**src/snake_pkg.sv**
```systemverilog
package snake_pkg;

  // ----------------------------------------------------------
  // basic bus and beam types
  // ----------------------------------------------------------
  typedef logic [10:0] bus_addr_t;
  typedef logic [31:0] bus_data_t;
  // one step per clock, two clocks per pixel
  typedef logic [10:0] hcount_t;
  typedef logic [9:0]  vcount_t;
  // sprite index, row in cell, column in cell
  typedef logic [9:0]  sprite_addr_t;

  typedef struct packed {
    logic [5:0] col;
    logic [4:0] row;
  } cell_pos_t;

  typedef struct packed {
    logic [4:0] r;
    logic [5:0] g;
    logic [4:0] b;
  } rgb565_t;

  // host writes raw, output stage reads rgb
  typedef union packed {
    logic [15:0] raw;
    rgb565_t     rgb;
  } pixel_word_u;

  typedef enum logic [1:0] {
    LAYER_BG,
    LAYER_APPLE,
    LAYER_HEAD,
    LAYER_WALL
  } layer_t;

  typedef struct packed {
    logic hs;
    logic vs;
    logic blank_n;
    logic pix_clk;
  } sync_t;

  typedef struct packed {
    cell_pos_t apple;
    cell_pos_t head;
    logic      apple_on;
    logic      head_on;
  } scene_t;

  // ----------------------------------------------------------
  // 640x480 timing, horizontal in clocks
  // ----------------------------------------------------------
  localparam hcount_t H_ACTIVE = 11'd1280;
  localparam hcount_t H_FRONT  = 11'd32;
  localparam hcount_t H_SYNC   = 11'd192;
  localparam hcount_t H_BACK   = 11'd96;
  localparam hcount_t H_TOTAL  = H_ACTIVE + H_FRONT + H_SYNC + H_BACK;

  localparam vcount_t V_ACTIVE = 10'd480;
  localparam vcount_t V_FRONT  = 10'd10;
  localparam vcount_t V_SYNC   = 10'd2;
  localparam vcount_t V_BACK   = 10'd33;
  localparam vcount_t V_TOTAL  = V_ACTIVE + V_FRONT + V_SYNC + V_BACK;

  // idle sync word, outputs inactive and blanked
  localparam sync_t SYNC_IDLE = '{hs: 1'b1, vs: 1'b1, blank_n: 1'b0, pix_clk: 1'b0};

  // grid of 16x16 cells
  localparam int CELL_PIX     = 16;
  localparam int GRID_COLS    = 40;
  localparam int GRID_ROWS    = 30;
  localparam int SPRITE_WORDS = CELL_PIX * CELL_PIX;
  localparam int NUM_SPRITES  = 3;

  // ----------------------------------------------------------
  // host address map, word addresses
  // ----------------------------------------------------------
  localparam bus_addr_t REG_BACKGROUND = 11'd0;
  localparam bus_addr_t REG_APPLE      = 11'd1;
  localparam bus_addr_t REG_HEAD       = 11'd2;
  localparam bus_addr_t REG_CONTROL    = 11'd3;
  localparam bus_addr_t SPRITE_BASE    = 11'd1024;

  localparam logic [1:0] SPR_APPLE = 2'd0;
  localparam logic [1:0] SPR_HEAD  = 2'd1;
  localparam logic [1:0] SPR_WALL  = 2'd2;

endpackage
```
**src/snake_regs.sv**
```systemverilog
`timescale 1ns/1ps

module snake_regs (
  input  logic                    clk,
  input  logic                    reset,
  input  snake_pkg::bus_addr_t    address,
  input  snake_pkg::bus_data_t    writedata,
  input  logic                    write,
  input  logic                    chipselect,
  output snake_pkg::scene_t       scene,
  output snake_pkg::pixel_word_u  background,
  output logic                    spr_we,
  output snake_pkg::sprite_addr_t spr_waddr,
  output snake_pkg::pixel_word_u  spr_wdata
);
  import snake_pkg::*;

  logic      wr_en;
  bus_addr_t spr_off;
  logic      in_sprite_win;

  // one write per edge with chipselect and write high
  assign wr_en = chipselect && write;

  // offset into the sprite window
  assign spr_off       = address - SPRITE_BASE;
  assign in_sprite_win = (address >= SPRITE_BASE) &&
                         (spr_off < bus_addr_t'(NUM_SPRITES * SPRITE_WORDS));

  // ----------------------------------------------------------
  // control registers
  // ----------------------------------------------------------
  always_ff @(posedge clk or posedge reset) begin
    if (reset) begin
      scene      <= '0;
      background <= '0;
    end else if (wr_en) begin
      case (address)
        REG_BACKGROUND: background.raw <= writedata[15:0];
        // col in low half, row in high half
        REG_APPLE:      scene.apple <= '{col: writedata[5:0], row: writedata[20:16]};
        REG_HEAD:       scene.head  <= '{col: writedata[5:0], row: writedata[20:16]};
        REG_CONTROL: begin
          scene.apple_on <= writedata[0];
          scene.head_on  <= writedata[1];
        end
        default: ;
      endcase
    end
  end

  // sprite write request, one cycle behind the bus
  always_ff @(posedge clk or posedge reset) begin
    if (reset) begin
      spr_we <= 1'b0;
    end else begin
      spr_we <= wr_en && in_sprite_win;
    end
  end

  always_ff @(posedge clk) begin
    spr_waddr     <= spr_off[9:0];
    spr_wdata.raw <= writedata[15:0];
  end

  // decoded sprite writes never leave the loaded sprites
  assert property (@(posedge clk) disable iff (reset)
    spr_we |-> spr_waddr < sprite_addr_t'(NUM_SPRITES * SPRITE_WORDS));

endmodule

```
**config.mk**
```make
export PLATFORM = sky130hd
export DESIGN_NAME = snake_regs
export DESIGN_NICKNAME = d
export VERILOG_FILES = /design/src/snake_pkg.sv /design/src/snake_regs.sv
export SDC_FILE = /design/constraint.sdc
export NUM_CORES = 1
export LEC_CHECK = 0
export BUFFER_PORTS_ARGS = -buffer_cell sky130_fd_sc_hd__buf_2
export CAP_MARGIN = 20
export CORE_ASPECT_RATIO = 1.25
export CORE_UTILIZATION = 47
export DETAILED_ROUTE_END_ITERATION = 7
export GPL_ROUTABILITY_DRIVEN = 0
export PLACE_DENSITY_LB_ADDON = 0.1
export SLEW_MARGIN = 20
export SYNTH_ARGS = -nofsm -noshare
export SYNTH_HDL_FRONTEND = slang
export SYNTH_SLANG_ARGS = --single-unit
```
**constraint.sdc**
```tcl
create_clock -name clk -period 3.5 [get_ports clk]
set_input_delay 0.7 -clock clk [delete_from_list [all_inputs] [get_ports clk]]
set_output_delay 0.7 -clock clk [all_outputs]
set_load 0.005 [all_outputs]
```
# == Yosys cells after proc, flatten, opt, wreduce, memory -nomap -nowiden ==
# Cells that the tools add are included.
# totals
register_bits,67
# classes
add_sub_neg,1
reduce_logical,8
magnitude_cmp,2
n_eq_ne,3
# ops
op,n
$eq A11 B2 Y1 const B,2
$eq A11 B1 Y1 const B,1
$ge A11 B11 Y1 const B,1
$logic_not A11 Y1,1
$lt A11 B10 Y1 const B,1
$sub A11 B11 Y11 const B,1
$reduce_and A2 Y1,4
$logic_and A1 B1 Y1,3

# == Depth between registers and ports, before layout ==
# Gate-level depths: netlist of run 1.
# logic_depth
ltp_word,4
depth_mapped,4

# == Worst setup path before layout of run 1 ==
# OpenSTA, ideal clock, no wires.
# synth_path
path_type,input-to-reg
start,input address[3]
end,register background[0] in the netlist's numbering
path_stages,4
t_arrival_ps,1680
setup_ps,125
path_slack_ps,1695
required_time_ps,3375
cell_sequence,nor4_4 nand4_4 buf_6 mux2_2
# synth_between
elab_chain_cells,2
# synth_lines
element,line,source
start: declaration,snake_regs.sv:6,"input snake_pkg::bus_addr_t address,"
$logic_not A11 Y1,snake_regs.sv:38,case (address)
$reduce_and A2 Y1 (no line),-,
end: declaration,snake_regs.sv:11,"output snake_pkg::pixel_word_u background,"
# Every way passes these cells.
# A chain may end at the register's enable or synchronous reset.

# == Worst setup path in the final report of run 1 ==
# layout_path
start,input address[3]
end,register scene[14] in the netlist's numbering
# layout_between
elab_chain_cells,2
# layout_lines
element,line,source
$eq A11 B1 Y1,snake_regs.sv:38,
$reduce_and A2 Y1 (no line),-,
end: declaration,snake_regs.sv:10,"output snake_pkg::scene_t scene,"
# Every way passes these cells.

==> summary.md, run 1 <==
| Metric | Value |
|---|---|
| Category of the worst setup path launch point | primary input |
| Die boundary height | around 78 microns |
| FF+latch count, synth | between 60 and 70 |
| Top-area cell type share of the netlist area | 0.478 |
| Worst Setup Slack, final | about 1400 ps |
| Number of antenna-violating nets in the routed design | 0 |
| Number of distinct library cells after synthesis | 16 |
| Clk pin slew, worst setup/hold paths | 70 ps |
| WP data arrival | 2350 ps |
| Count of yosys warnings during synthesis | 0 |
| Syn_area_per_cell | roughly 17 sq um |
| Vias | 1401 |
| Endpoint of the most critical register-to-register path | scene[10]$_DFFE_PP0P_ |
| Worst Hold Endpoint | spr_wdata[12]$_DFF_P_ |
| Number of hold-slack violations in the final timing report | 0 |
| Count of cells resized by post-cts repair | 0 |
| Cell type with the largest total area after synthesis | sky130_fd_sc_hd__dfrtp_1 |
| Kind of cell adding the most delay to the critical path | simple AND/OR/NAND/NOR gates |
| Final worst path period need | roughly 2100 ps |
| Cell depth of the worst hold path | 1 |
| Actual transition at the worst max-transition pin | 689 ps |
| Die width | ~62 microns |
| Critical path capture point type | register |
| VDD IR max | 0.271 mV |
| CTS tree | done |
| Register-to-register setup slack | 2730 ps |
| Relative area change from synthesis to final layout | 35.0% |
| Area of the mapped netlist | about 0.0021 sq mm |
| First drt pass iteration count | 2 |
| Dpl hpwl | approximately 3.0 mm |
| WL final | roughly 4 mm |
| Fill count | roughly 360 |
| Placement-stage cell area | between 0.002 and 0.003 sq mm |
| Buffer levels on the longest clock path | 2 |
| Number of standard cells after synthesis | about 120 |
| Worst slack at placement | about 960 ps |
| Status | complete, no violations |
| Classification of the worst setup path | primary input to register |
| Highest cell delay on the worst timing path | 630 ps |
| Post-CTS Hold Fix Bufs | 0 |
| Unrepaired setup endpoints after global routing | no |
| Static leakage | roughly 1.6 nW |
| Max Slew Vio Count | 0 |
| Synth area leaders | sky130_fd_sc_hd__dfrtp_1 48%, sky130_fd_sc_hd__dfxtp_1 24%, sky130_fd_sc_hd__mux2_2 21% |
| GRT Residual Overflow | 0 |
| Final worst-path cycle share | 0.614 |
| Data required time at the worst endpoint | approximately 3700 ps |
| I/O pins | between 100 and 150 |
| Starting density of the core | 0.489 |
| Register Area | roughly 0.0015 sq mm |
| Critical R2R Launch | scene[10]$_DFFE_PP0P_ |
| Multi-input gate area in the final layout | ~570 sq um |
| Commonest non-fill, non-tap cells in the layout | 102 x sky130_fd_sc_hd__buf_2, 41 x sky130_fd_sc_hd__dfrtp_1, 40 x sky130_fd_sc_hd__mux2_2 |
| Clk root buf | sky130_fd_sc_hd__clkbuf_8 |
| Power Dens Cells | approximately 500 mW/mm^2 |
| DR iter-0 viols | 19 |
| Count of buffer and inverter cells on the critical path | 1 |
| Slowest CP cell | sky130_fd_sc_hd__nand4_1 |
| Total number of H-tree levels | 3 |
| Setup fix buffers added after clock tree synthesis | 0 |
| Number of vias per cell after detailed routing | between 4 and 5 |
| Normalized max-slew margin | 0.539 |
| Number of placement rows | 27 |
| Antenna cells | 0 |
| Path type of the worst min-delay path | primary input to register |
| Total global routing track utilization | 0.187 |
| Worst reg2reg path depth | 1 |
| Clock insertion delay at the later pin of the skew report | between 300 and 400 ps |
| Maximum clock frequency | approximately 470 MHz |
| Critical hold path startpoint | writedata[12] |
| Largest fanout of any net on the critical path | 11 |
| Routed len/inst | roughly 14 microns |
| Cell chain of the critical path | buf_2, nor4_4, nand4_1, mux2_2 |
| Sequential fraction of the synthesis area | 0.721 |
| Post-layout nets | between 200 and 300 |
| Final sum of negative setup slack | 0 ps |
| Drc violations | 0 |
| Largest clock skew in the final design | 0 ps |
| Net Count, Synth | 171 |
| Number of antenna violations at the first check in global routing | 0 |
| Most common library cell in the layout ignoring fill and taps | sky130_fd_sc_hd__buf_2 |
| Clock Sinks | 67 |
| Number of buffers created by CTS | 9 |
| Final instance area | slightly below 0.003 sq mm |
| Number of global-route vias before repair | about 1500 |
| Layout cells sized above 1 | 0.663 |
| First-pass GRT wire length | 6.76 mm |
| Maximum number of pins on one net before global-route repair | 42 |
| Area inside the core boundary | ~0.0044 sq mm |
| Max-Cap Viols | 0 |
| Count of input and output buffers | about 100 |
| Final setup violating endpoints | 0 |
| Area of the die | 0.00484 sq mm |
| Timing startpoint of the critical path | address[3] |
-- how the worst max path moves through the flow --
stage | depth (start not counted) | end
CTS | 4 | scene[10]$_DFFE_PP0P_
finish | 4 | scene[14]$_DFFE_PP0P_
floorplan | 4 | background[0]$_DFFE_PP0P_
global placement | 4 | scene[8]$_DFFE_PP0P_
global route | 4 | scene[18]$_DFFE_PP0P_
detailed placement | 4 | scene[10]$_DFFE_PP0P_
-- final cells by class --
cell class,count,share of cell area
Sequential cell,67,0.534
Multi-Input combinational cell,53,0.196
Timing Repair Buffer,103,0.179
Clock buffer,14,0.0527
Tap cell,58,0.0250
Clock inverter,2,0.0121
Inverter,1,0.00130
-- layer usage --
layer / vias to the layer above / wire length, microns / global-route usage
met4: 0 / 112 / 0.116
met3: 14 / 228 / 0.0515
met5: - / 0 / 0
met2: 61 / 2280 / 0.339
li1: 654 / - / -
met1: 672 / 1480 / 0.188
-- synth_stat cells --
cell type                   n
sky130_fd_sc_hd__inv_1      1
sky130_fd_sc_hd__buf_6      1
sky130_fd_sc_hd__mux2_2    40
sky130_fd_sc_hd__dfxtp_1   26
sky130_fd_sc_hd__nand4_4    1
sky130_fd_sc_hd__buf_4      2
sky130_fd_sc_hd__and4_1     1
sky130_fd_sc_hd__nor2_1     1
sky130_fd_sc_hd__and2_1     1
sky130_fd_sc_hd__nand2_1    1
sky130_fd_sc_hd__dfrtp_1   41
sky130_fd_sc_hd__nand4_1    3
sky130_fd_sc_hd__nor2b_1    2
sky130_fd_sc_hd__and4bb_2   1
sky130_fd_sc_hd__nor3_2     1
sky130_fd_sc_hd__nor4_4     1
-- through the flow --
step	instances	total power [mW]	utilization	hold WS, ps
after floorplan	124	0.826	-	504
after global placement	282	0.871	0.617	482
after detailed placement	282	0.875	0.617	488
after CTS	298	1.47	0.660	472
after global routing	298	1.52	0.660	467
final	298	1.46	0.660	481
-- kinds of logic after synthesis --
logic type,after synthesis,share of synthesized area
buf+inv,4,0.0140
flops,67,0.721
simple gates,13,0.0554
mux,40,0.210
-- where the power goes --
group	switching (mW)	total, mW	internal [mW]
Clock	0.255	0.604	0.349
Combinational	0.0341	0.0650	0.0309
Sequential	0.00414	0.792	0.788
-- registers in the layout, summed over array words and instances, names as in the netlist --
register	cells
background	16
scene	24
spr_waddr	10
spr_wdata	16
spr_we	1
Power figures use the tool's default switching activity.
==> run 2: changes to the inputs <==
- CORE_UTILIZATION: 47 -> 44
- clock period: 3.5 -> 2.2 ns (I/O delays scaled with it)
==> run 2 against run 1 <==
Net effect: clock power increased by 60%; clock skew is the same; register-to-register slack lost 1300 ps; sequential cell count unchanged; global-route usage down 1.1 points; hold slack got worse by 270 ps; sequential power up 59%; worst setup slack lost 630 ps; critical endpoint is now background[5]$_DFFE_PP0P_; largest power group unchanged; highest routed layer unchanged.
==> summary.md, run 2 (same netlist as run 1, synthesis figures left out) <==
| Metric | Value |
|---|---|
| Commonest non-fill, non-tap cells in the layout | 102 x sky130_fd_sc_hd__buf_2, 41 x sky130_fd_sc_hd__dfrtp_1, 40 x sky130_fd_sc_hd__mux2_2 |
| Clock insertion delay at the later pin of the skew report | ~320 ps |
| Setup fix buffers added after clock tree synthesis | 0 |
| Cell chain of the critical path | buf_2, nor4_4, nand4_4, mux2_2 |
| DR iter-0 viols | 34 |
| Count of cells resized by post-cts repair | 0 |
| Dpl hpwl | between 3 and 4 mm |
| Largest register FFs | 24 |
| Non-filler instance count after layout | between 300 and 400 |
| Buffer levels on the longest clock path | 2 |
| Final sum of negative setup slack | 0 ps |
| Final worst-path cycle share | 0.670 |
| Register-to-register setup slack | between 1000 and 1500 ps |
| Critical path capture point type | register |
| Highest cell delay on the worst timing path | approximately 390 ps |
| Normalized max-slew margin | 0.660 |
| Post-layout nets | between 200 and 300 |
| Most common library cell in the layout ignoring fill and taps | sky130_fd_sc_hd__buf_2 |
| Final worst path period need | approximately 1500 ps |
| Classification of the worst setup path | primary input to register |
| Largest fanout of any net on the critical path | 16 |
| Max Slew Vio Count | 0 |
| Actual transition at the worst max-transition pin | approximately 510 ps |
| Clk root buf | sky130_fd_sc_hd__clkbuf_8 |
| Vias | 1405 |
| Total global routing track utilization | 0.177 |
| Number of antenna violations at the first check in global routing | 0 |
| Die width | around 64 microns |
| WL final | around 4.2 mm |
| Category of the worst setup path launch point | primary input |
| Largest Register | scene |
| WP data arrival | about 1700 ps |
| Number of placement rows | 28 |
| Slowest CP cell | sky130_fd_sc_hd__nor4_4 |
| Registers with the most flip-flops | scene: 24 flops, background: 16 flops, spr_wdata: 16 flops |
| Cell count after placement | between 200 and 300 |
| First drt pass iteration count | 2 |
| Total number of H-tree levels | 3 |
| Area inside the core boundary | approximately 0.0047 sq mm |
| Drc violations | 0 |
| Maximum clock frequency | 679 MHz |
| Starting density of the core | 0.457 |
| Multi-input gate area in the final layout | 569 sq um |
| VDD IR max | between 0.4 and 0.5 mV |
| Unrepaired setup endpoints after global routing | no |
| Antenna cells | 0 |
| Die boundary height | roughly 80 microns |
| Largest clock skew in the final design | 0 ps |
| Relative area change from synthesis to final layout | 35.9% |
| CTS tree | done |
| Clock Sinks | 67 |
| Register Area | 0.00155 sq mm |
| Final setup violating endpoints | 0 |
| Max-Cap Viols | 0 |
| Maximum number of pins on one net before global-route repair | between 40 and 50 |
| GRT Residual Overflow | 0 |
| Area of the die | between 0.005 and 0.006 sq mm |
| Clk pin slew, worst setup/hold paths | around 60 ps |
| Static leakage | 1.65 nW |
| Post-CTS Hold Fix Bufs | 0 |
| Routed len/inst | between 10 and 15 microns |
| Number of antenna-violating nets in the routed design | 0 |
| Status | complete, no violations |
| First-pass GRT wire length | ~6.6 mm |
| Data required time at the worst endpoint | 2410 ps |
| Fill count | 381 |
| Number of buffers created by CTS | 9 |
| Count of input and output buffers | ~100 |
| Number of vias per cell after detailed routing | ~4.7 |
| Layout cells sized above 1 | 0.665 |
| Number of global-route vias before repair | 1455 |
| Number of hold-slack violations in the final timing report | 0 |
| Power Dens Cells | about 800 mW/mm^2 |
| Path type of the worst min-delay path | primary input to asynchronous set/reset pin |
| I/O pins | about 110 |
-- run 2: layout make-up --
cell class,count,share of cell area
inverter,1,0.00129
timing repair buffer,105,0.183
sequential,67,0.530
tap,60,0.0258
clock inverter,2,0.0120
multi-input combinational,53,0.195
clock buffer,14,0.0524
-- run 2: where the power goes --
group	leakage [nW]	switching, mW	internal [mW]
clock	0.0947	0.410	0.555
sequential	0.792	0.00654	1.25
combinational	0.765	0.0543	0.0492
total	1.65	0.470	1.86
-- run 2: worst paths after layout --
check                                              to                 startpoint  cells after the start
min                        background[13]$_DFFE_PP0P_                      reset                      3
min reg2reg                 background[8]$_DFFE_PP0P_  background[8]$_DFFE_PP0P_                      1
max                         background[5]$_DFFE_PP0P_                 address[3]                      4
max reg2reg                 background[5]$_DFFE_PP0P_  background[5]$_DFFE_PP0P_                      1
min in group clk                 spr_wdata[7]$_DFF_P_               writedata[7]                      1
max in group asynchronous   background[9]$_DFFE_PP0P_                      reset                      3
-- run 2: stage by stage --
| step | area (sq um) | util | hold slack [ps] | worst slack (ps) | power (mW) |
|---|---|---|---|---|---|
| after detailed placement | 2730 | 0.581 | 488 | 340 | 1.39 |
| after CTS | 2920 | 0.621 | 210 | 691 | 2.35 |
| final | 2920 | 0.621 | 215 | 727 | 2.33 |
| after global placement | 2730 | 0.581 | 482 | 367 | 1.39 |
| after floorplan | 2150 | - | 468 | 655 | 1.31 |
| after global routing | 2920 | 0.621 | 208 | 598 | 2.41 |
-- run 2: layer usage --
| layer | wire (microns) | vias up | share of wire | global-route usage |
|---|---|---|---|---|
| met1 | 1610 | 667 | 0.39 | 0.188 |
| li1 | - | 666 | - | - |
| met5 | 0 | - | 0 | 0 |
| met4 | 80 | 0 | 0.019 | 0.113 |
| met2 | 2220 | 63 | 0.53 | 0.309 |
| met3 | 266 | 9 | 0.064 | 0.0440 |
-- run 2: worst max-delay path: cells and delay by family --
family | cells | cell delay [ps]
multiplexers | 1 | 390
AND/OR/NAND/NOR | 2 | 740
buffers and inverters | 1 | 120
==> run 3: changes to the inputs <==
- CORE_UTILIZATION: 44 -> 39
- clock period: 2.2 -> 1.2 ns (I/O delays scaled with it)
==> run 3 against run 2 <==
Net effect: critical endpoint is now background[13]$_DFFE_PP0P_; critical path type unchanged; first-iteration DRC count grew 79%; register-to-register slack lost 990 ps; clock-buffer cell count grew 1; routed wire length grew 3.0%.
==> summary.md, run 3 (same netlist as run 1, synthesis figures left out) <==
| Metric | Value |
|---|---|
| Slowest CP cell | sky130_fd_sc_hd__nor4_4 |
| Buffer levels on the longest clock path | 2 |
| Net switching power figure | between 0.8 and 0.9 mW |
| Most common library cell in the layout ignoring fill and taps | sky130_fd_sc_hd__buf_2 |
| Classification of the worst setup path | primary input to register |
| Status | complete, no violations |
| Area inside the core boundary | ~0.0052 sq mm |
| Die boundary height | 84.9 microns |
| Area of the die | 0.00580 sq mm |
| Final worst path period need | approximately 1100 ps |
| VDD IR max | 0.747 mV |
| Timing startpoint of the critical path | address[9] |
| Actual transition at the worst max-transition pin | about 240 ps |
| Cell chain of the critical path | buf_2, nor4_4, buf_4, nand4_4, buf_4, mux2_2 |
| Maximum clock frequency | 870 MHz |
| Die width | between 60 and 70 microns |
| Commonest non-fill, non-tap cells in the layout | 102 x sky130_fd_sc_hd__buf_2, 41 x sky130_fd_sc_hd__dfrtp_1, 40 x sky130_fd_sc_hd__mux2_2 |
| Clock insertion delay at the later pin of the skew report | 330 ps |
| Vias | ~1400 |
| Number of buffers created by CTS | 9 |
| Number of antenna violations at the first check in global routing | 0 |
| Static leakage | roughly 1.7 nW |
| Routed len/inst | 13.9 microns |
| Register Area | between 0.0015 and 0.002 sq mm |
| Max-Cap Viols | 0 |
| Most common cell on crit path | sky130_fd_sc_hd__buf_4 |
| Max Slew Vio Count | 0 |
| Path type of the worst min-delay path | primary input to register |
| Share of power burned in combinational logic | 0.048 |
| DR iter-0 viols | 61 |
| Total number of H-tree levels | 3 |
| Multi-input gate area in the final layout | 569 sq um |
| Maximum number of pins on one net before global-route repair | 42 |
| Largest fanout of any net on the critical path | 6 |
| Normalized max-slew margin | 0.837 |
| Post-layout nets | 290 |
| Number of global-route vias before repair | 1499 |
| Largest Register | scene |
| Clock Sinks | 67 |
| Largest register FFs | 24 |
| WP data arrival | about 1400 ps |
| Data required time at the worst endpoint | 1420 ps |
| Highest cell delay on the worst timing path | just over 300 ps |
| Drc violations | 0 |
| Total global routing track utilization | 0.169 |
| Number of hold-slack violations in the final timing report | 0 |
| Final instance area | 0.00299 sq mm |
| Layout cells sized above 1 | 0.669 |
| Power Dens Cells | around 1400 mW/mm^2 |
| Cell Int Power | about 3.4 mW |
| Antenna cells | 0 |
| Final sum of negative setup slack | 0 ps |
| Count of input and output buffers | about 100 |
| CTS tree | done |
| Count of buffer and inverter cells on the critical path | 3 |
| Final setup violating endpoints | 0 |
| GRT Residual Overflow | 0 |
| Critical R2R Launch | scene[18]$_DFFE_PP0P_ |
| Clk pin slew, worst setup/hold paths | 70 ps |
| First-pass GRT wire length | between 6 and 7 mm |
| Number of antenna-violating nets in the routed design | 0 |
| Number of placement rows | 29 |
| Fill count | about 460 |
| Worst Setup Slack, final | roughly 51 ps |
| Starting density of the core | 0.414 |
| Number of vias per cell after detailed routing | roughly 4.6 |
| First drt pass iteration count | 5 |
| Critical path capture point type | register |
| Dpl hpwl | between 3 and 4 mm |
| Clk root buf | sky130_fd_sc_hd__clkbuf_8 |
| Category of the worst setup path launch point | primary input |
| Final worst-path cycle share | 0.958 |
| Critical hold path startpoint | writedata[14] |
| I/O pins | ~110 |
| Kind of cell adding the most delay to the critical path | buffers and inverters |
| Relative area change from synthesis to final layout | 39.3% |
| Clock group share of total power | 0.411 |
| Registers with the most flip-flops | scene: 24 flops, background: 16 flops, spr_wdata: 16 flops |
| Placement-stage cell area | 0.00277 sq mm |
| Sequential cell fraction of total power | 0.541 |
| Worst slack at placement | -326 ps |
| Largest clock skew in the final design | 0 ps |
| Unrepaired setup endpoints after global routing | yes |
| WL final | between 4 and 5 mm |
| Net switching share of the total power | 0.207 |
-- run 3: changes by cell type in the layout (fill, tap and decap cells not counted), sizes merged --
| cell | delta |
|---|---|
| dlygate4sd3 | +2 |
| clkbuf | +1 |
| bufinv | -1 |
| buf | +4 |
-- run 3: final cells by class --
cell class,count,share of cell area
clock inverters,1,0.00167
clock buffers,15,0.0628
inverters,1,0.00126
well taps,62,0.0260
multi-input cells,53,0.190
flip-flops and latches,67,0.517
repair buffers,111,0.201
-- run 3: worst paths after layout --
kind,end,slack [ps],cells past startpoint
max,background[13]$_DFFE_PP0P_,50,6
min,spr_wdata[14]$_DFF_P_,20,1
max reg2reg,scene[18]$_DFFE_PP0P_,430,1
min reg2reg,scene[14]$_DFFE_PP0P_,500,1
max in group asynchronous,background[5]$_DFFE_PP0P_,520,4
min in group asynchronous,background[14]$_DFFE_PP0P_,470,4
-- run 3: stage by stage --
step | hold WS [ps] | utilization | cells | power (mW)
after floorplan | 268 | - | 124 | 2.41
after global placement | 281 | 0.534 | 292 | 2.55
after detailed placement | 295 | 0.534 | 292 | 2.56
final | 18.2 | 0.576 | 310 | 4.27
after CTS | 2.79 | 0.573 | 309 | 4.34
after global routing | 0.0634 | 0.576 | 310 | 4.50
-- run 3: power groups by stage --
stage / registers [mW] / logic, mW / clock network [mW]
after floorplan: 2.37 / 0.0417 / 0
after global placement: 2.35 / 0.197 / 0
after detailed placement: 2.36 / 0.204 / 0
after CTS: 2.31 / 0.207 / 1.82
after global routing: 2.32 / 0.230 / 1.95
final: 2.31 / 0.203 / 1.76
-- run 3: repair_timing --
item                       4_1_cts  5_1_grt
hold buffers                     1        1
hold endpoints to repair        41        1
gates resized for setup          0        1
setup buffers                    0        0
setup endpoints to repair        0       10
-- run 3: metal layers --
metal / wire length [microns] / track usage / up-vias
li1: - / - / 677
met1: 1620 / 0.185 / 683
met2: 2300 / 0.281 / 60
met3: 303 / 0.0565 / 10
met4: 95 / 0.0871 / 0
met5: 0 / 0 / -
